### src/rtl/mem_access_pkg.sv
`default_nettype none

package mem_access_pkg;
	typedef logic [19:0] page_t;
	typedef logic [13:0] table_index_t; // Low page bits
	typedef logic [5:0] tag_t;          // High page bits
	typedef logic [13:0] frame_t;
	typedef logic [8:0] node_t;
	typedef logic [11:0] var_t;
	typedef logic [25:0] mem_addr_t;
	typedef logic [15:0] mem_word_t;
	typedef logic [1:0] channel_t;
	typedef logic [95:0] result_t;      // Word k in bits 16k+15..16k
	typedef logic [3:0] burst_t;
	typedef logic [31:0] cfg_data_t;

	typedef enum logic [1:0] {
		fetch_node,
		fetch_simple_node,
		get_var,
		write_node_next
	} req_type_t;

	// Host register map
	localparam logic [1:0] cfg_select_page = 2'd0;
	localparam logic [1:0] cfg_entry_info = 2'd1;

	// Burst shapes of the node accesses
	localparam burst_t node_words = 4'd6;
	localparam burst_t simple_words = 4'd4;
	localparam mem_addr_t simple_offset = 26'd2;
	localparam burst_t write_words = 4'd2;

	// Entry-info word layout
	localparam int entry_var_valid_bit = 0;
	localparam int entry_frame_valid_bit = 1;
	localparam int entry_var_lsb = 4;
	localparam int entry_frame_lsb = 16;
endpackage

`default_nettype wire

### src/rtl/memory_issue.sv
`timescale 1ns/1ps
`default_nettype none

module memory_issue (
	input logic clk,
	input logic reset,
	input logic issue_valid,
	input mem_access_pkg::req_type_t issue_type,
	input mem_access_pkg::mem_addr_t issue_addr,
	input mem_access_pkg::channel_t issue_channel,
	input mem_access_pkg::var_t issue_var,
	input logic [31:0] issue_data,
	input logic mem_waitrequest,
	input logic pend_ready,
	output logic issue_ready,
	output mem_access_pkg::mem_addr_t mem_address,
	output logic mem_read,
	output logic mem_write,
	output mem_access_pkg::burst_t mem_burstcount,
	output mem_access_pkg::mem_word_t mem_writedata,
	output logic pend_valid,
	output mem_access_pkg::channel_t pend_channel,
	output mem_access_pkg::burst_t pend_words,
	output logic pend_is_var,
	output mem_access_pkg::var_t pend_var
);
	logic is_var;
	logic is_write;
	logic write_last;
	mem_access_pkg::burst_t word_q; // Write word being offered

	assign is_var = issue_type == mem_access_pkg::get_var;
	assign is_write = issue_type == mem_access_pkg::write_node_next;
	assign write_last = word_q == mem_access_pkg::write_words - 1'b1;

	assign mem_address = issue_addr;
	assign mem_read = issue_valid && !is_var && !is_write && pend_ready; // FIFO slot is free
	assign mem_write = issue_valid && is_write;
	assign mem_writedata = issue_data[word_q[0]*16 +: 16];

	always_comb
	begin
		if (is_write)
			mem_burstcount = mem_access_pkg::write_words;
		else if (issue_type == mem_access_pkg::fetch_simple_node)
			mem_burstcount = mem_access_pkg::simple_words;
		else
			mem_burstcount = mem_access_pkg::node_words;
	end

	// Pending entry for every accepted read command and every get variable
	assign pend_valid = issue_valid && (is_var || (mem_read && !mem_waitrequest));
	assign pend_channel = issue_channel;
	assign pend_words = mem_burstcount;
	assign pend_is_var = is_var;
	assign pend_var = issue_var;

	always_comb
	begin
		if (is_var)
			issue_ready = pend_ready;
		else if (is_write)
			issue_ready = !mem_waitrequest && write_last;
		else
			issue_ready = pend_ready && !mem_waitrequest;
	end

	always_ff @(posedge clk)
	begin
		if (reset)
			word_q <= '0;
		else if (mem_write && !mem_waitrequest)
			word_q <= write_last ? '0 : word_q + 1'b1;
	end
endmodule

`default_nettype wire

### config.mk
export PLATFORM = sky130hd
export DESIGN_NAME = memory_issue
export DESIGN_NICKNAME = d
export VERILOG_FILES = /design/src/rtl/mem_access_pkg.sv /design/src/rtl/memory_issue.sv
export SDC_FILE = /design/constraint.sdc
export NUM_CORES = 1
export LEC_CHECK = 0
export BUFFER_PORTS_ARGS = -buffer_cell sky130_fd_sc_hd__clkbuf_2
export CAP_MARGIN = 20
export CORE_AREA = 2 2 56 58
export CTS_BUF_LIST = sky130_fd_sc_hd__clkbuf_8
export CTS_CLUSTER_DIAMETER = 100
export DETAILED_ROUTE_END_ITERATION = 16
export DIE_AREA = 0 0 58 60
export PLACE_DENSITY = 0.94
export SLEW_MARGIN = 30
export SYNTH_ARGS = -nofsm -noshare
export SYNTH_HDL_FRONTEND = slang
export SYNTH_SLANG_ARGS = --single-unit
### constraint.sdc
create_clock -name clk -period 3.2 [get_ports clk]
set_clock_uncertainty 0.2 [all_clocks]
set_input_delay 0.64 -clock clk [delete_from_list [all_inputs] [get_ports clk]]
set_output_delay 0.64 -clock clk [all_outputs]
set_load 0.01 [all_outputs]
==> flow_summary.yaml <==
clocking:
  cts_root_buffer: "clkbuf_8"
  numCtsBuffers: 3
  cts_hold_buffers: 0
  insertion_delay_ps: 220
  cts_tree: "yes"
  cts_setup_buffers: 0
  cts_max_level: 1
  cts_max_path_buffers: 2
  cts_resized: 0
  clkSinkCount: 4
  path_clk_slew_ps: 30
drt:
  ant_nets: 0
  vias: 687
  detail_route.wl_per_cell_um: 12.0
  drt-total-wl_um: 1860
  drc_errors: 0
  firstDrtPassIters: 2
  vias_per_cell: 4.43
  drt_iter0_drc: 6
outcome:
  status: "completed"
min_path:
  hold_depth: 2
  min_from: "word_q[0]$_SDFFE_PP0P_"
  hp-class: "flop to flop"
  whs_endpoint: "word_q[0]$_SDFFE_PP0P_"
yosys:
  yosysTopAreaCellShare_pct: 42.8
  ys.flop_type: "dfxtp_1"
  synthTopCellsByArea: "buf_4 43%, mux2_2 21%, dfxtp_1 9.5%"
  yosys-top-cells-count: "48 x buf_4, 16 x mux2_2, 5 x nor2_1"
  yosysMostFrequentCell: "buf_4"
  ys_ff_latch: 4
  synth.distinct_cells: 25
  yosys.area.top_type: "buf_4"
  syn_avg_cell_area_um2: 8.26
  yosysWarnings: 0
  syn_inst: 102
  synth_area_um2: 842
  yosysSeqAreaShare_pct: 9.51
  synth-edff-count: 0
  ys_async_sr_fraction_pct: 0
finish:
  largest_registers: "word_q x4"
  area_growth_pct: 4.75
  final_cell_area_um2: 882
  drive_gt1_share_pct: 70.5
  largest-register: "word_q"
  fillers: 334
  antennaDiodeCount: 0
  nets: 203
  final_cells: 155
  largest_reg_flops: 4
power:
  power_switching_mw: 0.0667
  totalPowerFinal_mw: 0.244
  powerDensity_nw_per_um2: 276
  switching_share_pct: 27.4
  p_comb_share_pct: 35.1
  ir_drop_uv: 162
  p_int_mw: 0.177
  clkPwrFrac_pct: 43.9
  power_leakage_nw: 0.490
  p_seq_share_pct: 21.0
setup_path:
  critical_path.cell_chain: "clkbuf_2 > and2b_1 > nand3_1 > a31oi_1 > clkbuf_2"
  crit_required_ps: 2360
  crit_top_cell: "clkbuf_2"
  end_kind: "output port"
  crit_arrival_ps: 1460
  r2r_cells: 3
  worstSetupStartpointType: "input port"
  crit_path_max_incr_delay_ps: 280
  path_class: "input port to output port"
  crit_slowest_cell: "and2b_1"
  r2r_start: "word_q[0]$_SDFFE_PP0P_"
  r2r-end: "word_q[3]$_SDFFE_PP0P_"
  reg2reg_slack_ps: 1870
  crit_fanout: 5
floorplan:
  die_h_um: 60
  start_util_pct: 29.0
  die_area_um2: 3480
  core_area_um2: 2900
  die_w_um: 58
  ioPinCount: 148
  rows: 20
sta:
  max_freq_mhz: 435
  min_period_ps: 2300
  setup_tns_ps: 0
  finalMaxSlewViolations: 0
  period_share_pct: 71.8
  grt_setup_unrepaired: "no"
  hold_viol_final: 0
  finalSetupViolCount: 0
place:
  place_congestion: 0.792
  portBuffers: 63
  dp_hpwl_um: 1600
  dp.cells: 152
  placed_area_um2: 841
grt:
  antenna_found_initial: 0
  grt_pass1_vias: 565
  grt_max_degree: 17
  grt_overflow_total: 0
  grt_pass1_wl_um: 2480
  grt_usage_pct: 9.39
run:
  cap_violations: 0
final cells by class:
type                       count  area, µm²  area share (%)
multi-input combinational     49        389            44.1
sequential                     4       80.1            9.08
inverter                       2       7.51           0.851
tap                           33       41.3            4.68
timing repair buffer          64        323            36.6
clock buffer                   3       41.3            4.68
per-stage QoR:
| stage | hold slack (ps) | util (%) | worst slack [ps] |
|---|---|---|---|
| floorplan | 341 | - | 1120 |
| global placement | 324 | 29.0 | 936 |
| detailed placement | 329 | 29.0 | 891 |
| CTS | 343 | 30.4 | 887 |
| global route | 367 | 30.4 | 816 |
| finish | 337 | 30.4 | 902 |
critical path, delay by kind of cell:
kind                   cells  cell delay [ps]
buffers and inverters      2              260
AND/OR/NAND/NOR            2              380
AO/OA/AOI/OAI              1              180
worst max-delay path by stage:
stage	start	endpoint	slack, ps	depth (start not counted)
floorplan	mem_waitrequest	issue_ready	1120	3
global placement	mem_waitrequest	issue_ready	940	5
detailed placement	mem_waitrequest	issue_ready	890	5
CTS	mem_waitrequest	issue_ready	890	5
global route	mem_waitrequest	issue_ready	820	5
finish	mem_waitrequest	issue_ready	900	5
cells in the final DEF (no fill, tap or decap), drive strengths merged:
| cell | instances |
|---|---|
| conb | 4 |
| a21oi | 1 |
| or2b | 1 |
| nand2 | 3 |
| nand2b | 1 |
| clkbuf | 66 |
| a31oi | 1 |
| nand4b | 1 |
| nor2 | 5 |
| mux2 | 18 |
| nand3 | 2 |
| nor2b | 2 |
| buf | 1 |
| nor3 | 2 |
| and3 | 1 |
| and2b | 2 |
| o21a | 1 |
| xor2 | 1 |
| o2111ai | 1 |
| dfxtp | 4 |
| a211o | 1 |
| nand4 | 1 |
| inv | 2 |
power groups by stage:
stage               registers, mW  clock network (mW)  logic (mW)
floorplan                  0.0515                   0       0.100
global placement           0.0518                   0      0.0859
detailed placement         0.0518                   0      0.0871
CTS                        0.0511               0.111      0.0875
global route               0.0512               0.113      0.0951
finish                     0.0511               0.107      0.0857
per-layer routing:
layer | vias up | track usage [%] | share of wire (%) | routed length [µm]
met4 | 0 | 6.98 | 3.4 | 63
li1 | 328 | - | - | -
met3 | 10 | 5.84 | 15 | 278
met2 | 53 | 14.0 | 47 | 866
met5 | - | 0 | 0 | 0
met1 | 296 | 9.59 | 35 | 650
logic make-up after synthesis:
kind of cell	share of synthesized area [%]
mux	25.0
compound gates	4.31
simple gates	14.1
flops	9.51
other cells	0.445
buf+inv	45.6
xor+xnor	1.04
(Power assumes the default switching activity.)
