--- config.mk ---
export PLATFORM = sky130hd
export DESIGN_NAME = page_lookup
export DESIGN_NICKNAME = d
export VERILOG_FILES = /design/src/rtl/mem_access_pkg.sv /design/src/rtl/page_lookup.sv
export SDC_FILE = /design/constraint.sdc
export NUM_CORES = 1
export LEC_CHECK = 0
export ABC_AREA = 1
export BUFFER_PORTS_ARGS = -buffer_cell sky130_fd_sc_hd__buf_2
export CAP_MARGIN = 40
export CELL_PAD_IN_SITES_DETAIL_PLACEMENT = 1
export CELL_PAD_IN_SITES_GLOBAL_PLACEMENT = 1
export CORE_MARGIN = 10
export CORE_UTILIZATION = 29
export CTS_CLUSTER_SIZE = 28
export DETAILED_ROUTE_END_ITERATION = 16
export HOLD_SLACK_MARGIN = 0.15
export PLACE_DENSITY = 0.87
export SYNTH_ARGS = -nofsm -noshare
export SYNTH_HDL_FRONTEND = slang
export SYNTH_SLANG_ARGS = --single-unit
--- constraint.sdc ---
create_clock -name clk -period 3.65 [get_ports clk]
set_input_delay 0.365 -clock clk [delete_from_list [all_inputs] [get_ports clk]]
set_output_delay 0.365 -clock clk [all_outputs]
set_load 0.005 [all_outputs]
--- src/rtl/mem_access_pkg.sv ---
`default_nettype none

package mem_access_pkg;
	typedef logic [19:0] page_t;
	typedef logic [13:0] table_index_t; // Low page bits
	typedef logic [5:0] tag_t;          // High page bits
	typedef logic [13:0] frame_t;
	typedef logic [8:0] node_t;
	typedef logic [11:0] var_t;
	typedef logic [25:0] mem_addr_t;
	typedef logic [15:0] mem_word_t;
	typedef logic [1:0] channel_t;
	typedef logic [95:0] result_t;      // Word k in bits 16k+15..16k
	typedef logic [3:0] burst_t;
	typedef logic [31:0] cfg_data_t;

	typedef enum logic [1:0] {
		fetch_node,
		fetch_simple_node,
		get_var,
		write_node_next
	} req_type_t;

	// Host register map
	localparam logic [1:0] cfg_select_page = 2'd0;
	localparam logic [1:0] cfg_entry_info = 2'd1;

	// Burst shapes of the node accesses
	localparam burst_t node_words = 4'd6;
	localparam burst_t simple_words = 4'd4;
	localparam mem_addr_t simple_offset = 26'd2;
	localparam burst_t write_words = 4'd2;

	// Entry-info word layout
	localparam int entry_var_valid_bit = 0;
	localparam int entry_frame_valid_bit = 1;
	localparam int entry_var_lsb = 4;
	localparam int entry_frame_lsb = 16;
endpackage

`default_nettype wire

--- src/rtl/page_lookup.sv ---
`timescale 1ns/1ps
`default_nettype none

module page_lookup (
	input logic clk,
	input logic reset,
	input logic req_valid,
	input mem_access_pkg::req_type_t req_type,
	input mem_access_pkg::page_t req_page,
	input mem_access_pkg::node_t req_node,
	input mem_access_pkg::channel_t req_channel,
	input logic [31:0] req_data,
	input logic look_grant,
	input logic look_rvalid,
	input mem_access_pkg::tag_t rd_tag,
	input mem_access_pkg::cfg_data_t rd_entry,
	input logic entry_written,
	input logic issue_ready,
	output logic req_ready,
	output logic look_req,
	output mem_access_pkg::table_index_t look_index,
	output logic irq,
	output logic miss_capture,
	output mem_access_pkg::page_t miss_page,
	output logic miss_is_var,
	output logic issue_valid,
	output mem_access_pkg::req_type_t issue_type,
	output mem_access_pkg::mem_addr_t issue_addr,
	output mem_access_pkg::channel_t issue_channel,
	output mem_access_pkg::var_t issue_var,
	output logic [31:0] issue_data
);
	typedef enum logic [2:0] {
		st_idle,
		st_lookup, // Waiting for the table grant
		st_wait,   // Entry comes back
		st_miss,   // Host is filling the entry
		st_issue
	} state_t;

	state_t state_q;
	mem_access_pkg::page_t page_q;
	mem_access_pkg::node_t node_q;
	logic is_var;
	logic hit;
	mem_access_pkg::mem_addr_t base_addr;

	assign req_ready = state_q == st_idle;
	assign look_req = state_q == st_lookup;
	assign look_index = page_q[13:0];
	assign irq = state_q == st_miss;
	assign issue_valid = state_q == st_issue;

	assign is_var = issue_type == mem_access_pkg::get_var;
	assign hit = rd_tag == page_q[19:14]
		&& (is_var ? rd_entry[mem_access_pkg::entry_var_valid_bit]
			: rd_entry[mem_access_pkg::entry_frame_valid_bit]);
	assign base_addr = {rd_entry[mem_access_pkg::entry_frame_lsb +: 14], node_q, 3'b000};

	assign miss_capture = state_q == st_wait && look_rvalid && !hit;
	assign miss_page = page_q;
	assign miss_is_var = is_var;

	always_ff @(posedge clk)
	begin
		if (req_valid && req_ready)
		begin
			issue_type <= req_type;
			page_q <= req_page;
			node_q <= req_node;
			issue_channel <= req_channel;
			issue_data <= req_data;
		end
		if (state_q == st_wait && look_rvalid)
		begin
			issue_addr <= (issue_type == mem_access_pkg::fetch_simple_node)
				? base_addr + mem_access_pkg::simple_offset : base_addr;
			issue_var <= rd_entry[mem_access_pkg::entry_var_lsb +: 12];
		end
	end

	always_ff @(posedge clk)
	begin
		if (reset)
			state_q <= st_idle;
		else
		begin
			case (state_q)
				st_idle:
					if (req_valid)
						state_q <= st_lookup;
				st_lookup:
					if (look_grant)
						state_q <= st_wait;
				st_wait:
					if (look_rvalid)
						state_q <= hit ? st_issue : st_miss;
				st_miss:
					if (entry_written)
						state_q <= st_lookup; // Retry with the new entry
				st_issue:
					if (issue_ready)
						state_q <= st_idle;
				default:
					state_q <= st_idle;
			endcase
		end
	end
endmodule

`default_nettype wire

==> results of run 1 <==
==> cell usage after synthesis <==
library cell	number
sky130_fd_sc_hd__a21oi_1	1
sky130_fd_sc_hd__buf_4	16
sky130_fd_sc_hd__buf_6	2
sky130_fd_sc_hd__clkinv_1	1
sky130_fd_sc_hd__conb_1	1
sky130_fd_sc_hd__dfxtp_1	3
sky130_fd_sc_hd__edfxtp_1	101
sky130_fd_sc_hd__inv_1	22
sky130_fd_sc_hd__inv_2	1
sky130_fd_sc_hd__nand2_1	31
sky130_fd_sc_hd__nand3_1	9
sky130_fd_sc_hd__nand4_1	1
sky130_fd_sc_hd__nor2_1	15
sky130_fd_sc_hd__nor2_2	1
sky130_fd_sc_hd__nor3_1	1
sky130_fd_sc_hd__nor3_2	2
sky130_fd_sc_hd__xnor2_1	3
sky130_fd_sc_hd__xor2_1	1
==> cell type report <==
cell class | count | area (um2)
clock buffers | 9 | 225
clock inverters | 7 | 103
fillers | 1323 | 6940
inverters | 24 | 90.1
multi-input cells | 67 | 318
flip-flops and latches | 104 | 3090
well taps | 168 | 210
repair buffers | 220 | 1130
==> logic make-up (layout without fill, tap and decap cells) <==
kind of cell | count (synthesis) | count (layout) | synth area share
DFF | 104 | 104 | 0.853
and+or+nand+nor | 60 | 60 | 0.0704
buffers and inverters | 42 | 260 | 0.0642
xor gates and xnor gates | 4 | 4 | 0.00967
other | 1 | 2 | 0.00103
AOI/OAI and AO/OA | 1 | 1 | 0.00138
==> final timing paths <==
check / end / cells past startpoint / startpoint
worst max-delay path: miss_page[6] / 4 / state_q[0]
worst min-delay path: miss_page[18] / 1 / req_page[18]
worst max register to register: miss_page[6] / 4 / state_q[0]
worst min register to register: issue_addr[6] / 0 / node_q[3]
==> critical path: stages (launching register included) <==
cell                      delay, ns
sky130_fd_sc_hd__dfxtp_1       0.40
sky130_fd_sc_hd__nor3_2        0.28
sky130_fd_sc_hd__inv_1         0.13
sky130_fd_sc_hd__nor2_4        0.61
sky130_fd_sc_hd__buf_4         0.42
==> power breakdown <==
group | internal [mW] | switching [mW] | leakage (nW)
clock | 0.610 | 0.432 | 0.162
combinational | 0.247 | 0.387 | 1.16
sequential | 1.58 | 0.0844 | 0.966
total | 2.44 | 0.904 | 2.29
==> per-layer routing <==
layer	part of all wire	global-route usage	routed length, um	vias up
met4	0.023	0.0618	253	0
met2	0.47	0.211	5310	168
met1	0.37	0.129	4150	1139
li1	-	-	-	1145
met3	0.13	0.0812	1500	17
met5	0	0	0	-
==> flip-flops by register name, indices dropped and copies added, names as in the netlist <==
signal         count
miss_page         20
state_q            3
issue_addr        24
issue_data        32
issue_var         12
issue_channel      2
issue_type         2
node_q             9
==> impl_results.md, run 1 <==
- Fin. max-slew vios: 0
- Total global routing track utilization: 0.130
- Startpoint Class: flip-flop
- Category of the worst setup path capture point: flip-flop
- Area grow syn2layout: 42.6%
- Via count of the routed design: 2469
- Leading post-synthesis cells by cell area: sky130_fd_sc_hd__edfxtp_1 84%, sky130_fd_sc_hd__buf_4 3.3%, sky130_fd_sc_hd__nand2_1 3.2%, sky130_fd_sc_hd__inv_1 2.3%, sky130_fd_sc_hd__dfxtp_1 1.7%
- Root buf cell: sky130_fd_sc_hd__clkbuf_16
- Die ar.: 17400 um2
- Synth area leader: sky130_fd_sc_hd__edfxtp_1
- Power per Cell Area: 647 nW/um2
- Proportion of layout cells with a drive suffix above 1: 0.561
- Pleak: 2.29 nW
- Initial detailed-routing violation count: 128
- Estimated wirelength of the detail-placed design: 9.43 mm
- WS Path Type: flip-flop to flip-flop
- Post-placement cell area: 4840 um2
- Post-detailed-route DRC marker count: 0
- Later-pin clock latency in the skew report: 0.34 ns
- FP Rows: 40
- Utilization of the core after routing: 0.427
- Max clock buf depth: 2
- Post-synth top area share: 0.837
- GPL Wtd Cong: 0.704
- Number of nets in the final layout: 536
- Actual transition at the worst max-transition pin: 0.778 ns
- Pre-antenna DRT Iters: 4
- Ys Warns: 0
- Result of the run: finished clean
- Post-Layout Inst Area: 5170 um2
- Number of antenna-violating nets in the routed design: 0
- Diodes inserted: 0
- I/O pin count: 224
- Remaining Overflow, GRT: 0
- Hold crit path type: primary input to flip-flop
- Global-route wire length before repair: 17.2 mm
- Period utilisation layout: 0.594
- Antenna violations before repair: 0
- Port Buffer Count: 217
- Final Hold Fails: 0
- Vias in the first global route: 2903
- Buffer count from post-CTS setup fixing: 0
- Final-layout worst hold slack: 0.188 ns
- Clock tree from TritonCTS: built
- Clock Skew: 0.00459 ns
- CTS Buf Count: 9
- Register-to-register setup slack: 1.48 ns
- Clock tree sinks: 104
- Relative slew slack: 0.480
- Sequential element share of the synthesized area: 0.853
- Maximum number of pins on one net before global-route repair: 28
- Post-synthesis instance total: 212
- Final WL: 11.2 mm
- Effective utilization at floorplan: 0.299
- Synthesized area per cell: 17.1 um2
- Cts-stage hold buffer count: 0
- Minimum period implied by the final worst setup slack: 2.17 ns
- Number of flip-flops and latches in the synthesized netlist: 104
- Post-Place Setup Slack: 1.42 ns
- Setup repair after global routing missed its margin: no
- Maximum frequency from static timing analysis: 0.461 GHz
- Peak ir drop on the vdd network: 0.309 mV
- Non-Filler Instances: 599
- Vertical die dimension: 132 um
- Number of failing setup endpoints in the final timing report: 0
- Worst-path maximum fanout: 24
- Setup TNS: 0 ns
- Leading cell types in the layout, fill and taps excluded: 217 x sky130_fd_sc_hd__buf_2, 101 x sky130_fd_sc_hd__edfxtp_1, 31 x sky130_fd_sc_hd__nand2_1
- Core region area: 12100 um2
- CP Data Arrival Time: 2.20 ns
- Maximum Capacitance Violations: 0
- Power, Total: 3.34 mW
- Library cells used by synthesis: 18
- Commonest non-fill, non-tap cell in the layout: sky130_fd_sc_hd__buf_2
- Clock-pin transition on the worst setup and hold timing paths: 0.07 ns
- Post-Synthesis Cell Area: 3620 um2
- Final worst slack: 1.48 ns
- Post-detailed-route wirelength per cell: 18.7 um
- Die width: 132 um
- Number of vias per cell after detailed routing: 4.12
- Required time of the worst setup path: 3.68 ns
- Number of placed instances, taps included: 583
- Clock H-tree levels: 3
- Count of instances resized after the clock tree is built: 0
Note: power is estimated with default switching activity, not from simulation.
==> run 2, diff against run 1 <==
- CORE_UTILIZATION: 29 -> 33
- PLACE_DENSITY: 0.87 -> 0.92
- clock period: 3.65 -> 2 ns (I/O delays scaled with it)
==> run 2 against run 1 <==
Effect of this change:
- largest cell class unchanged
- global-route usage is 5.2 points higher
- clock skew is 0.012 ns higher
- critical endpoint is now miss_capture
- combinational power is 120% higher
- flip-flop and latch count stayed put
- design area is 15% higher
- total power is 74% higher
==> impl_results.md, run 2 (synthesized netlist as in run 1, its figures left out) <==
- Required time of the worst setup path: 1.80 ns (-1.88 ns)
- Leading cell types in the layout, fill and taps excluded: 217 x sky130_fd_sc_hd__buf_2, 101 x sky130_fd_sc_hd__edfxtp_1, 92 x sky130_fd_sc_hd__dlygate4sd3_1
- Via count of the routed design: 2927 (+19%)
- Category of the worst setup path capture point: output pin
- Peak ir drop on the vdd network: 0.457 mV (+48%)
- FP Rows: 38 (-5.0%)
- Final WL: 14.5 mm (+30%)
- Vertical die dimension: 125 um (-5.3%)
- Worst-path maximum fanout: 4 (-83%)
- Vias in the first global route: 3456 (+19%)
- Maximum Capacitance Violations: 0 (unchanged)
- Later-pin clock latency in the skew report: 0.37 ns (+0.03 ns)
- Number of vias per cell after detailed routing: 4.41 (+6.9%)
- Post-detailed-route wirelength per cell: 21.9 um (+17%)
- Period utilisation layout: 0.886
- Final Hold Fails: 0 (unchanged)
- Port Buffer Count: 217 (unchanged)
- CP Data Arrival Time: 1.57 ns (-0.63 ns)
- Setup repair after global routing missed its margin: no
- Launch point of the worst hold path: issue_ready
- Non-Filler Instances: 664 (+11%)
- Clock Skew: 0.0164 ns (+0.0118 ns)
- Total global routing track utilization: 0.182 (+0.0516)
- Startpoint Class: flip-flop
- Root buf cell: sky130_fd_sc_hd__clkbuf_8
- Minimum period implied by the final worst setup slack: 1.77 ns
- Effective utilization at floorplan: 0.336 (+0.0366)
- Start point of the critical path: issue_type[1]
- CTS Buf Count: 9 (unchanged)
- Antenna violations before repair: 1 (+1)
- Die width: 125 um (-5.3%)
- Number of nets in the final layout: 628 (+17%)
- Power per Cell Area: 978 nW/um2 (+51%)
- Flip-flop count of the largest register after layout: 32 (unchanged)
- Initial detailed-routing violation count: 130 (+1.6%)
- Clock-pin transition on the worst setup and hold timing paths: 0.10 ns (+0.03 ns)
- Result of the run: finished clean
- Global-route wire length before repair: 21.7 mm (+26%)
- Commonest non-fill, non-tap cell in the layout: sky130_fd_sc_hd__buf_2
- Maximum frequency from static timing analysis: 0.564 GHz
- Area grow syn2layout: 63.9%
- Max clock buf depth: 2 (unchanged)
- Register with the most flip-flops: issue_data
- Proportion of layout cells with a drive suffix above 1: 0.463 (-0.0988)
- GPL Wtd Cong: 0.792 (+12%)
- Clock tree sinks: 104 (unchanged)
- Pleak: 2.62 nW (+14%)
- Post-placement cell area: 4820 um2 (-0.49%)
- Hold crit path type: primary input to flip-flop
- Core region area: 10800 um2 (-11%)
- Number of placed instances, taps included: 555 (-4.8%)
- Post-Layout Inst Area: 5940 um2 (+15%)
- Fin. max-slew vios: 0 (unchanged)
- I/O pin count: 224 (unchanged)
- Pre-antenna DRT Iters: 4 (unchanged)
- Estimated wirelength of the detail-placed design: 9.63 mm (+2.1%)
- Number of failing setup endpoints in the final timing report: 0 (unchanged)
- Count of fill cells added during filler insertion: 1105 (-16%)
- Die ar.: 15600 um2 (-10%)
- RR Startpoint: state_q[0]
- Post-detailed-route DRC marker count: 0 (unchanged)
- Clock H-tree levels: 3 (unchanged)
- Clock tree from TritonCTS: built
- Maximum number of pins on one net before global-route repair: 44 (+57%)
- WS Path Type: flip-flop to output pin
- Number of antenna-violating nets in the routed design: 0 (unchanged)
- Remaining Overflow, GRT: 0 (unchanged)
==> run 2: changes by cell type in the layout (fill, tap and decap cells not counted), sizes merged <==
cell         change
clkinvlp         +1
bufinv           -1
dlygate4sd3     +92
diode            +1
clkinv           -2
clkbuf           +1
inv              +1
==> run 2: report_power, final <==
group / internal, mW / switching, mW
Sequential: 2.88 / 0.191
Clock: 0.603 / 0.761
Combinational: 0.595 / 0.782
==> run 2: worst paths after layout <==
kind	endpoint	slack [ns]	depth (start not counted)
worst max-delay path	miss_capture	0.23	9
worst min-delay path	state_q[2]	0.18	4
worst max register to register	node_q[3]	0.42	4
worst min register to register	issue_addr[8]	0.43	0
==> run 2: worst max-delay path, stage by stage, from the launching register on <==
cell and delay [ns]:
sky130_fd_sc_hd__edfxtp_1 0.44, sky130_fd_sc_hd__nand2_1 0.11, sky130_fd_sc_hd__nand2_1 0.06, sky130_fd_sc_hd__nand2_1 0.09
sky130_fd_sc_hd__inv_1 0.05, sky130_fd_sc_hd__nor2_1 0.11, sky130_fd_sc_hd__nand2_1 0.07, sky130_fd_sc_hd__nand2_1 0.11
sky130_fd_sc_hd__nor2_1 0.05, sky130_fd_sc_hd__buf_2 0.13
==> run 2: per-stage QoR <==
stage	setup slack (ns)	total power [mW]	hold slack [ns]	setup TNS, ns	util
after floorplan	-0.103	3.68	0.269	-6.67	-
after global placement	0.466	4.23	0.377	0	0.446
after detailed placement	0.406	4.33	0.378	0	0.446
after CTS	0.196	5.80	0.151	0	0.550
after global routing	0.0438	6.11	0.179	0	0.551
final	0.228	5.81	0.178	0	0.551
==> run 2: routing by layer <==
metal	wire length, um	track usage
met1	4940	0.181
met2	7360	0.314
met3	1850	0.0898
met4	391	0.0788
met5	0	0
==> run 2: repair_timing <==
action / CTS / global route
hold endpoints to repair: 94 / 0
setup buffers: 0 / 0
gates resized for setup: 0 / 0
hold buffers: 92 / 0
==> run 2: final cells by class <==
class	instances	area, um2	area share
antenna	1	2.50	0.000421
sequential	104	3090	0.521
multi-input combinational	67	324	0.0545
clock inverter	6	75.1	0.0126
clock buffer	10	128	0.0215
tap	140	175	0.0295
timing repair buffer	312	2050	0.346
inverter	24	90.1	0.0152
