<file path="config.mk">
export PLATFORM = sky130hd
export DESIGN_NAME = host_config
export DESIGN_NICKNAME = d
export VERILOG_FILES = /design/src/rtl/mem_access_pkg.sv /design/src/rtl/host_config.sv
export SDC_FILE = /design/constraint.sdc
export NUM_CORES = 1
export LEC_CHECK = 0
export ABC_CLOCK_PERIOD_IN_PS = 830
export BUFFER_PORTS_ARGS = -buffer_cell sky130_fd_sc_hd__buf_2
export CAP_MARGIN = 10
export CORE_UTILIZATION = 39
export DETAILED_ROUTE_END_ITERATION = 8
export GPL_ROUTABILITY_DRIVEN = 0
export PLACE_DENSITY = 0.81
export REMOVE_ABC_BUFFERS = 1
export SLEW_MARGIN = 5
export SYNTH_ARGS = -nofsm -noshare
export SYNTH_HDL_FRONTEND = slang
export SYNTH_SLANG_ARGS = --single-unit
</file>
<file path="constraint.sdc">
create_clock -name clk -period 0.83 [get_ports clk]
set_input_delay 0 -clock clk [delete_from_list [all_inputs] [get_ports clk]]
set_output_delay 0 -clock clk [all_outputs]
set_load 0.1 [all_outputs]
</file>
<file path="src/rtl/mem_access_pkg.sv">
`default_nettype none

package mem_access_pkg;
	typedef logic [19:0] page_t;
	typedef logic [13:0] table_index_t; // Low page bits
	typedef logic [5:0] tag_t;          // High page bits
	typedef logic [13:0] frame_t;
	typedef logic [8:0] node_t;
	typedef logic [11:0] var_t;
	typedef logic [25:0] mem_addr_t;
	typedef logic [15:0] mem_word_t;
	typedef logic [1:0] channel_t;
	typedef logic [95:0] result_t;      // Word k in bits 16k+15..16k
	typedef logic [3:0] burst_t;
	typedef logic [31:0] cfg_data_t;

	typedef enum logic [1:0] {
		fetch_node,
		fetch_simple_node,
		get_var,
		write_node_next
	} req_type_t;

	// Host register map
	localparam logic [1:0] cfg_select_page = 2'd0;
	localparam logic [1:0] cfg_entry_info = 2'd1;

	// Burst shapes of the node accesses
	localparam burst_t node_words = 4'd6;
	localparam burst_t simple_words = 4'd4;
	localparam mem_addr_t simple_offset = 26'd2;
	localparam burst_t write_words = 4'd2;

	// Entry-info word layout
	localparam int entry_var_valid_bit = 0;
	localparam int entry_frame_valid_bit = 1;
	localparam int entry_var_lsb = 4;
	localparam int entry_frame_lsb = 16;
endpackage

`default_nettype wire

</file>
<file path="src/rtl/host_config.sv">
`timescale 1ns/1ps
`default_nettype none

module host_config (
	input logic clk,
	input logic reset,
	input logic [1:0] cfg_address,
	input logic cfg_write,
	input logic cfg_read,
	input mem_access_pkg::cfg_data_t cfg_writedata,
	input logic host_rvalid,
	input mem_access_pkg::cfg_data_t rd_entry,
	input logic miss_capture,
	input mem_access_pkg::page_t miss_page,
	input logic miss_is_var,
	output mem_access_pkg::cfg_data_t cfg_readdata,
	output logic cfg_readdatavalid,
	output logic host_req,
	output logic host_we,
	output mem_access_pkg::table_index_t host_index,
	output mem_access_pkg::tag_t host_tag,
	output mem_access_pkg::cfg_data_t host_entry,
	output logic entry_written
);
	logic entry_write;
	logic select_write;
	logic miss_read_q;
	mem_access_pkg::cfg_data_t miss_info_q;

	assign select_write = cfg_write && cfg_address == mem_access_pkg::cfg_select_page;
	assign entry_write = cfg_write && cfg_address == mem_access_pkg::cfg_entry_info;

	// Table access for an entry write or a selected-entry read
	assign host_req = entry_write || (cfg_read && cfg_address == mem_access_pkg::cfg_select_page);
	assign host_we = cfg_write;
	assign host_entry = cfg_writedata;

	always_ff @(posedge clk)
	begin
		if (reset)
		begin
			host_index <= '0;
			host_tag <= '0;
			entry_written <= 1'b0;
			miss_read_q <= 1'b0;
		end
		else
		begin
			if (select_write)
				{host_tag, host_index} <= cfg_writedata[19:0];
			entry_written <= entry_write; // Table already holds the entry
			miss_read_q <= cfg_read && cfg_address == mem_access_pkg::cfg_entry_info;
		end
	end

	always_ff @(posedge clk)
	begin
		if (miss_capture)
			miss_info_q <= {11'b0, miss_page, miss_is_var};
	end

	// Miss info answers in one cycle, a table read when its data is back
	assign cfg_readdatavalid = host_rvalid || miss_read_q;
	assign cfg_readdata = host_rvalid ? rd_entry : miss_info_q;
endmodule

`default_nettype wire

</file>
==> summary.txt, run 1 <==
Number of enable flip-flop cells after synthesis - 21
H-tree Lvls - 2
Delay-heaviest family, CP - flip-flops
Fraction of layout instances using a drive strength above 1 - 61.8%
Crit path max-delay cell type - edfxtp_1
Clock Power Share - 17.8%
Clock Skew - 0 ns
Final hold vios - 0
TritonCTS Buffers - 5
GRT Total Usage - 26.2%
CP bufs+invs - 1
Final WL - 7760 µm
Int Pwr - 4.14 mW
Leak pwr - 1.95 nW
CTS Root Cell - clkbuf_8
Die ar. - 5950 µm²
Synth cell count leaders - nand2b_1, buf_4, dfxtp_1
Crit. End Element - output pin
NetSw - 2.81 mW
Crit-path cells - mux2_4, buf_12
Vias in the first global route - 2256
Synth cell types - 15
Worst path required time - 0.83 ns
Status - complete, but fails checks
Pre-Repair DR Iteration Count - 4
CP Launch Type - flip-flop
Pins Over Slew Limit - 0
PwrDens - 1580 nW/µm²
Sequential fraction of the synthesis area - 48.6%
Die W - 77.1 µm
Yosys warnings - 0
Clock-pin slew on the worst setup and hold paths - 0.07 ns
Starting Density - 41.8%
CP peak stage delay - 0.40 ns
Worst-Skew Late Latency - 0.29 ns
Clk sink count - 43
Crit-path max FO - 1
Critical path type - flip-flop to output pin
Post-synthesis average cell area - 12.0 µm²
# IOs - 181
Antenna cell count - 0
VDD IR-drop max - 0.00115 V
Post-DRT Antenna Nets - 0
Site Rows - 26
Worst-margin pin slew - 0.519 ns
Seq cells post-synth - 43
First-pass GRT wire length - 11800 µm
Fmax - 0.851 GHz
Main synth FF type - dfxtp_1
Initial antenna violation count - 0
DP Wirelength - 4830 µm
Hold_ws - 0.000745 ns
Worst Path Arrival - 1.17 ns
Worst Hold Class - primary input to output pin
Worst slew margin - 65.4%
GR Overflow Total - 0
Period Utilization, post-route - 142%
Initial drt markers - 65
Unrepaired setup endpoints after global routing - yes
Met2 Use GR - 50.1%
Total of max-cap violations - 0
Failing checks - negative setup slack
Reg power frac - 34.8%
Setup violations, final - 27
Pre-CTS WS - -0.141 ns
Area delta synth->final - 100%
Total number of vias - 2005
Drt wl/cell - 18.1 µm
GRT busiest layer - met2
Post-Syn Area - 2200 µm²
HP Start - cfg_writedata[20]
NumNets Final - 451
CP Launch Point - miss_info_q[4]
CTS tree - built
Final min period - 1.17 ns
Pin count of the biggest net entering global routing - 43
Combinational group share of total power - 47.3%
Final worst slack - -0.345 ns
Met3 Usage GRT - 9.52%
Share of the synthesized area in the top cell type - 28.6%
Switching fraction of total power - 40.4%
Die extent in y - 77.1 µm
Vias per Instance - 4.67
Most common cell in the netlist - nand2b_1
Ys async rst share - 0%
Core area - 5270 µm²
Port bufs - 156
# DRC - 0
Yosys top cell by area - edfxtp_1
Post-Synthesis Cells - 184
Clock Tree Buf Depth - 2
Crit Reg-Reg Startpoint - host_tag[4]
Setup TNS - -6.46 ns
Grt met1 use - 26.3%
Top cells by area, synth - edfxtp_1, dfxtp_1, nand2b_1
Fin area - 4410 µm²
Placed cell area - 3610 µm²
power groups by stage:
stage,clock network (mW),logic [mW],registers [mW]
after floorplan,0,1.20,2.68
after global placement,0,2.78,2.45
after detailed placement,0,2.81,2.46
after CTS,1.30,3.19,2.42
after global routing,1.38,3.37,2.43
final,1.24,3.29,2.42
cell type report:
| class | instances | area [µm²] |
|---|---|---|
| multi-input combinational | 98 | 870 |
| fill | 258 | 857 |
| timing repair buffer | 210 | 2280 |
| clock buffer | 6 | 72.6 |
| tap | 70 | 87.6 |
| sequential | 43 | 1100 |
| clock inverter | 2 | 7.51 |
stage by stage:
step | util (%) | cells | power, mW
6_report | 83.7 | 429 | 6.95
5_1_grt | 83.7 | 429 | 7.18
4_1_cts | 82.2 | 426 | 6.90
3_5_place_dp | 68.5 | 376 | 5.27
3_3_place_gp | 68.5 | 376 | 5.23
2_1_floorplan | - | 141 | 3.88
state kept, by name (all words and copies together), names as in the netlist:
name,count
miss_info_q,21
host_index,14
host_tag,6
entry_written,1
miss_read_q,1
cells in the final DEF, fill, tap and decap left out:
master	instances
or2_4	1
clkbuf_1	1
dfxtp_4	1
dlygate4sd3_1	37
buf_2	88
buf_12	64
dfxtp_2	20
nor3b_4	1
buf_6	7
mux2_2	7
buf_4	14
clkbuf_8	5
dfxtp_1	1
and2_1	11
edfxtp_1	21
clkinv_1	2
nand2b_1	40
mux2i_1	21
nor4bb_1	2
nor2_1	1
mux2_4	14
repair_timing:
action,CTS,global route
hold buffers,36,1
setup buffers,6,2
hold endpoints to repair,36,1
setup endpoints to repair,43,43
gates cloned,0,0
gates resized for setup,82,14
routing by layer:
metal	routed length [µm]	up-vias	share of wire, %
li1	-	926	-
met1	2820	924	36
met2	4010	140	52
met3	769	15	9.9
met4	166	0	2.1
met5	0	-	0
worst register-to-register path, stage by stage (launching register included):
cell and delay, ns:
dfxtp_2 0.36, buf_4 0.11, nand2b_1 0.07, mux2i_1 0.16
final timing paths:
kind,endpoint,slack (ns),cells after the start
setup / recovery,cfg_readdata[4],-0.34,2
hold / removal,host_entry[20],0.0007,0
setup reg to reg,host_tag[4],0.05,3
hold reg to reg,host_tag[3],0.49,2
cell families after synthesis:
group	count (synthesis)	synth area share, %
AND/OR/NAND/NOR	56	16.7
multiplexers	42	20.3
buffers and inverters	43	14.4
flip-flops	43	48.6
Power figures use the tool's default switching activity.
==> inputs of run 2 (changes only) <==
--- a/config.mk
+++ b/config.mk
@@ -17,3 +17,4 @@
 export SYNTH_ARGS = -nofsm -noshare
 export SYNTH_HDL_FRONTEND = slang
 export SYNTH_SLANG_ARGS = --single-unit
+export TNS_END_PERCENT = 5
==> run 2 against run 1 <==
  * The run still ends with negative setup slack left
  * Worst setup slack got worse by 0.0090 ns
  * Utilization fell by 3.3 points
  * Final area fell by 3.9%
  * Clock power barely moved
  * Total power fell by 2.3%
  * First-iteration DRC count fell by 58%
  * Critical endpoint is now cfg_readdata[19]
  * Largest cell class unchanged
==> summary.txt, run 2 (synthesis results as in run 1) <==
Total of max-cap violations - 0
Worst-margin pin slew - 0.518 ns
Crit path max-delay cell type - edfxtp_1
Initial drt markers - 27
Largest register by flop count - miss_info_q
Fmax - 0.845 GHz
Setup TNS - -6.36 ns
Final WL - 7390 µm
Vias per Instance - 4.68
Worst Path Arrival - 1.18 ns
Postcts setup bufs - 0
Fin area - 4240 µm²
Placed cell area - 3610 µm²
M1 WL - 2620 µm
TritonCTS Buffers - 5
Clk sink count - 43
WL met3 - 735 µm
CP Launch Type - flip-flop
Period Utilization, post-route - 143%
Failing checks - negative setup slack
Clock Skew - 0 ns
Commonest non-fill, non-tap cell in the layout - buf_2
Crit Reg-Reg Startpoint - host_index[7]
Antenna cell count - 0
Post-DRT Antenna Nets - 0
# IOs - 181
Max reg flops - 21
Max layer used - met4
Port bufs - 156
PwrDens - 1600 nW/µm²
Clock Tree Buf Depth - 2
Final cell count without fillers - 421
Worst-Skew Late Latency - 0.29 ns
Commonest non-fill, non-tap cells in the layout - buf_2, buf_12, nand2b_1
Die ar. - 5950 µm²
Final hold vios - 0
Top Registers - miss_info_q x21, host_index x14, host_tag x6
Pin count of the biggest net entering global routing - 43
# DRC - 0
CTS Root Cell - clkbuf_8
Site Rows - 26
Placed cells - 376
CTS tree - built
Pre-Repair DR Iteration Count - 4
HP Start - cfg_writedata[20]
H-tree Lvls - 2
Area delta synth->final - 92.6%
Initial antenna violation count - 0
Status - complete, but fails checks
DP Wirelength - 4830 µm
Pins Over Slew Limit - 0
Unrepaired setup endpoints after global routing - yes
GRT Total Usage - 25.8%
NumNets Final - 443
Crit. End Element - output pin
Clock-pin slew on the worst setup and hold paths - 0.07 ns
CP Launch Point - miss_info_q[19]
First-pass GRT wire length - 11600 µm
Final min period - 1.18 ns
Final worst slack - -0.354 ns
Vias in the first global route - 2227
CP peak stage delay - 0.42 ns
Met2 routed WL - 3920 µm
Finished Core Util - 80.5%
Worst slew margin - 65.5%
Critical path type - flip-flop to output pin
Crit-path cells - mux2_4, buf_12
Worst Hold Class - primary input to output pin
Crit-path max FO - 1
Total number of vias - 1970
Starting Density - 41.8%
Core area - 5270 µm²
Worst path required time - 0.83 ns
Die extent in y - 77.1 µm
Fraction of layout instances using a drive strength above 1 - 61.0%
GR Overflow Total - 0
Drt wl/cell - 17.6 µm
Setup violations, final - 29
Die W - 77.1 µm
VDD IR-drop max - 0.00116 V
Leak pwr - 1.83 nW
[run 2: changes by cell type in the layout (fill, tap and decap cells not counted)]
cell    change
buf_6       +9
mux2_4      -9
buf_4       -8
buf_12      -9
mux2_2      +9
[run 2: final timing paths]
check	end	slack, ns	depth (start not counted)
worst max-delay path	cfg_readdata[19]	-0.35	2
worst min-delay path	host_entry[20]	0.0007	0
worst max register to register	host_index[7]	0.15	2
worst min register to register	host_tag[3]	0.49	2
[run 2: final cells by class]
| type | instances | area (µm²) |
|---|---|---|
| fill | 286 | 1030 |
| tap | 70 | 87.6 |
| sequential | 43 | 1100 |
| clock buffer | 6 | 72.6 |
| multi-input combinational | 98 | 836 |
| clock inverter | 2 | 7.51 |
| timing repair buffer | 202 | 2140 |
[run 2: layer usage]
layer / vias up / global-route usage [%]
met4: 0 / 7.74
li1: 914 / -
met5: - / 0
met2: 140 / 49.2
met1: 903 / 25.2
met3: 13 / 10.0
[run 2: through the flow]
step / power [mW] / worst slack, ns / hold slack [ns]
2_1_floorplan: 3.88 / -0.527 / 0
3_3_place_gp: 5.23 / -0.110 / 0.00132
3_5_place_dp: 5.27 / -0.141 / 0.00132
4_1_cts: 6.82 / -0.326 / 0.00132
5_1_grt: 7.02 / -0.389 / 0.000674
6_report: 6.80 / -0.354 / 0.000745
[run 2: critical path: cells and delay by family (launching register included)]
kind / cells / cell delay [ns]
mux: 1 / 0.31
flops: 1 / 0.42
buf+inv: 1 / 0.17
[run 2: timing repair]
action | 4_1_cts | 5_1_grt
resized for setup | 67 | 2
pin swaps | 0 | 0
endpoints found under the setup margin | 43 | 43
hold endpoints to repair | 36 | 1
hold buffers | 36 | 1
[run 2: power breakdown]
group	switching (mW)	internal (mW)
sequential	0.0653	2.36
clock	0.665	0.574
combinational	2.04	1.10
total	2.77	4.03
==> inputs of run 3 (changes only) <==
--- a/config.mk
+++ b/config.mk
@@ -13,8 +13,9 @@
 export GPL_ROUTABILITY_DRIVEN = 0
 export PLACE_DENSITY = 0.81
 export REMOVE_ABC_BUFFERS = 1
+export SETUP_SLACK_MARGIN = 0.1
+export SKIP_CTS_REPAIR_TIMING = 1
 export SLEW_MARGIN = 5
 export SYNTH_ARGS = -nofsm -noshare
 export SYNTH_HDL_FRONTEND = slang
 export SYNTH_SLANG_ARGS = --single-unit
-export TNS_END_PERCENT = 5
==> run 3 against run 2 <==
  * The run ends with negative hold slack, negative setup slack left
  * Worst hold slack worse by 0.037 ns
  * Via count is 1.4% higher
  * Register-to-register slack worse by 0.15 ns
  * Clock power hardly changed
  * Critical endpoint is now cfg_readdata[11]
  * Sequential cell count stayed put
  * Global-route usage is 5.5 points lower
  * Fmax is 2.1% higher
==> summary.txt, run 3 (synthesis results as in run 1) <==
DP Wirelength - 4830 µm
# DRC - 0
Crit. End Element - output pin
Commonest non-fill, non-tap cells in the layout - buf_2, buf_12, nand2b_1
Worst-Skew Late Latency - 0.29 ns
Reg2Reg Setup Slack - 0 ns
Pre-Repair DR Iteration Count - 4
Total number of vias - 1997
Vias per Instance - 4.74
Worst Hold Class - primary input to flip-flop
PwrDens - 1590 nW/µm²
Delay-heaviest family, CP - flip-flops
CTS tree - built
Area delta synth->final - 101%
Critical path type - flip-flop to output pin
Hold_ws - -0.0365 ns
Worst path required time - 0.83 ns
Failing checks - negative hold slack, negative setup slack
H-tree Lvls - 2
Setup violations, final - 29
NumNets Final - 443
Crit-path cells - mux2_4, buf_12
Core area - 5270 µm²
Fmax - 0.863 GHz
Die ar. - 5950 µm²
Commonest non-fill, non-tap cell in the layout - buf_2
Port bufs - 156
Clock Tree Buf Depth - 2
Crit Reg-Reg Startpoint - host_index[7]
# IOs - 181
Largest register by flop count - miss_info_q
Clock Skew - 0 ns
TritonCTS Buffers - 5
Drt wl/cell - 17.8 µm
Finished Core Util - 84.0%
Post-DRT Antenna Nets - 0
Crit path max-delay cell type - edfxtp_1
First-pass GRT wire length - 9260 µm
Leak pwr - 1.97 nW
Clock-pin slew on the worst setup and hold paths - 0.08 ns
Worst-margin pin slew - 0.498 ns
Crit-path max FO - 1
R2R cell count - 3
Fin area - 4430 µm²
CTS Root Cell - clkbuf_8
CP peak stage delay - 0.40 ns
Starting Density - 41.8%
Final hold vios - 3
Period Utilization, post-route - 140%
Vias in the first global route - 1917
Site Rows - 26
Total of max-cap violations - 0
Pins Over Slew Limit - 0
Final WL - 7510 µm
Final worst slack - -0.329 ns
Die W - 77.1 µm
Placed cell area - 3610 µm²
Status - complete, but fails checks
Initial drt markers - 74
GRT Total Usage - 20.3%
Pin count of the biggest net entering global routing - 43
Initial antenna violation count - 0
Worst slew margin - 66.8%
CP Launch Point - miss_info_q[11]
VDD IR-drop max - 0.00111 V
Setup TNS - -6.49 ns
GR Overflow Total - 0
CP bufs+invs - 1
CP Capture Point - cfg_readdata[11]
Worst Path Arrival - 1.16 ns
Max reg flops - 21
Clk sink count - 43
Fraction of layout instances using a drive strength above 1 - 65.5%
Antenna cell count - 0
Final min period - 1.16 ns
CP Launch Type - flip-flop
Worst reg2reg endpoint - host_index[7]
Unrepaired setup endpoints after global routing - yes
Critical path depth - 2
Top Registers - miss_info_q x21, host_index x14, host_tag x6
Die extent in y - 77.1 µm
==> run 3: how the worst min path moves through the flow <==
stage / startpoint / endpoint / slack [ns] / cells past startpoint
after detailed placement: cfg_writedata[20] / host_entry[20] / 0.001 / 0
after floorplan: cfg_writedata[0] / host_entry[0] / 0 / 0
after global routing: cfg_writedata[26] / host_entry[26] / 0.0007 / 0
after CTS: miss_page[18] / miss_info_q[19] / -0.13 / 1
final: cfg_writedata[3] / host_index[3] / -0.04 / 3
after global placement: cfg_writedata[20] / host_entry[20] / 0.001 / 0
==> run 3: per-layer routing <==
metal / vias up / track usage [%] / part of all wire [%]
met5: - / 0 / 0
met4: 0 / 6.23 / 1.5
met3: 13 / 11.0 / 11
met2: 141 / 38.1 / 52
met1: 929 / 18.4 / 36
li1: 914 / - / -
==> run 3: stage by stage <==
| step | setup WS (ns) | std cells | hold slack [ns] | power [mW] |
|---|---|---|---|---|
| 6_report | -0.329 | 421 | -0.0365 | 7.02 |
| 5_1_grt | -0.354 | 421 | 0.000674 | 7.22 |
| 4_1_cts | -0.422 | 384 | -0.128 | 6.52 |
| 3_5_place_dp | -0.141 | 376 | 0.00132 | 5.27 |
| 3_3_place_gp | -0.110 | 376 | 0.00132 | 5.23 |
| 2_1_floorplan | -0.527 | 141 | 0 | 3.88 |
==> run 3: worst reg2reg max path, stage by stage (launching register included) <==
cell      delay [ns]
dfxtp_2         0.39
buf_4           0.13
nand2b_1        0.05
mux2i_1         0.18
==> run 3: where the power goes <==
group	switching, mW	internal [mW]	total (mW)	leakage, nW
combinational	2.08	1.27	3.35	1.53
clock	0.674	0.574	1.25	0.0403
sequential	0.0679	2.36	2.43	0.394
total	2.82	4.20	7.02	1.97
==> run 3: cell type report <==
type / count / area, µm²
clock buffers: 6 / 72.6
clock inverters: 2 / 7.51
fillers: 271 / 845
multi-input cells: 98 / 911
flip-flops and latches: 43 / 1100
well taps: 70 / 87.6
repair buffers: 202 / 2250
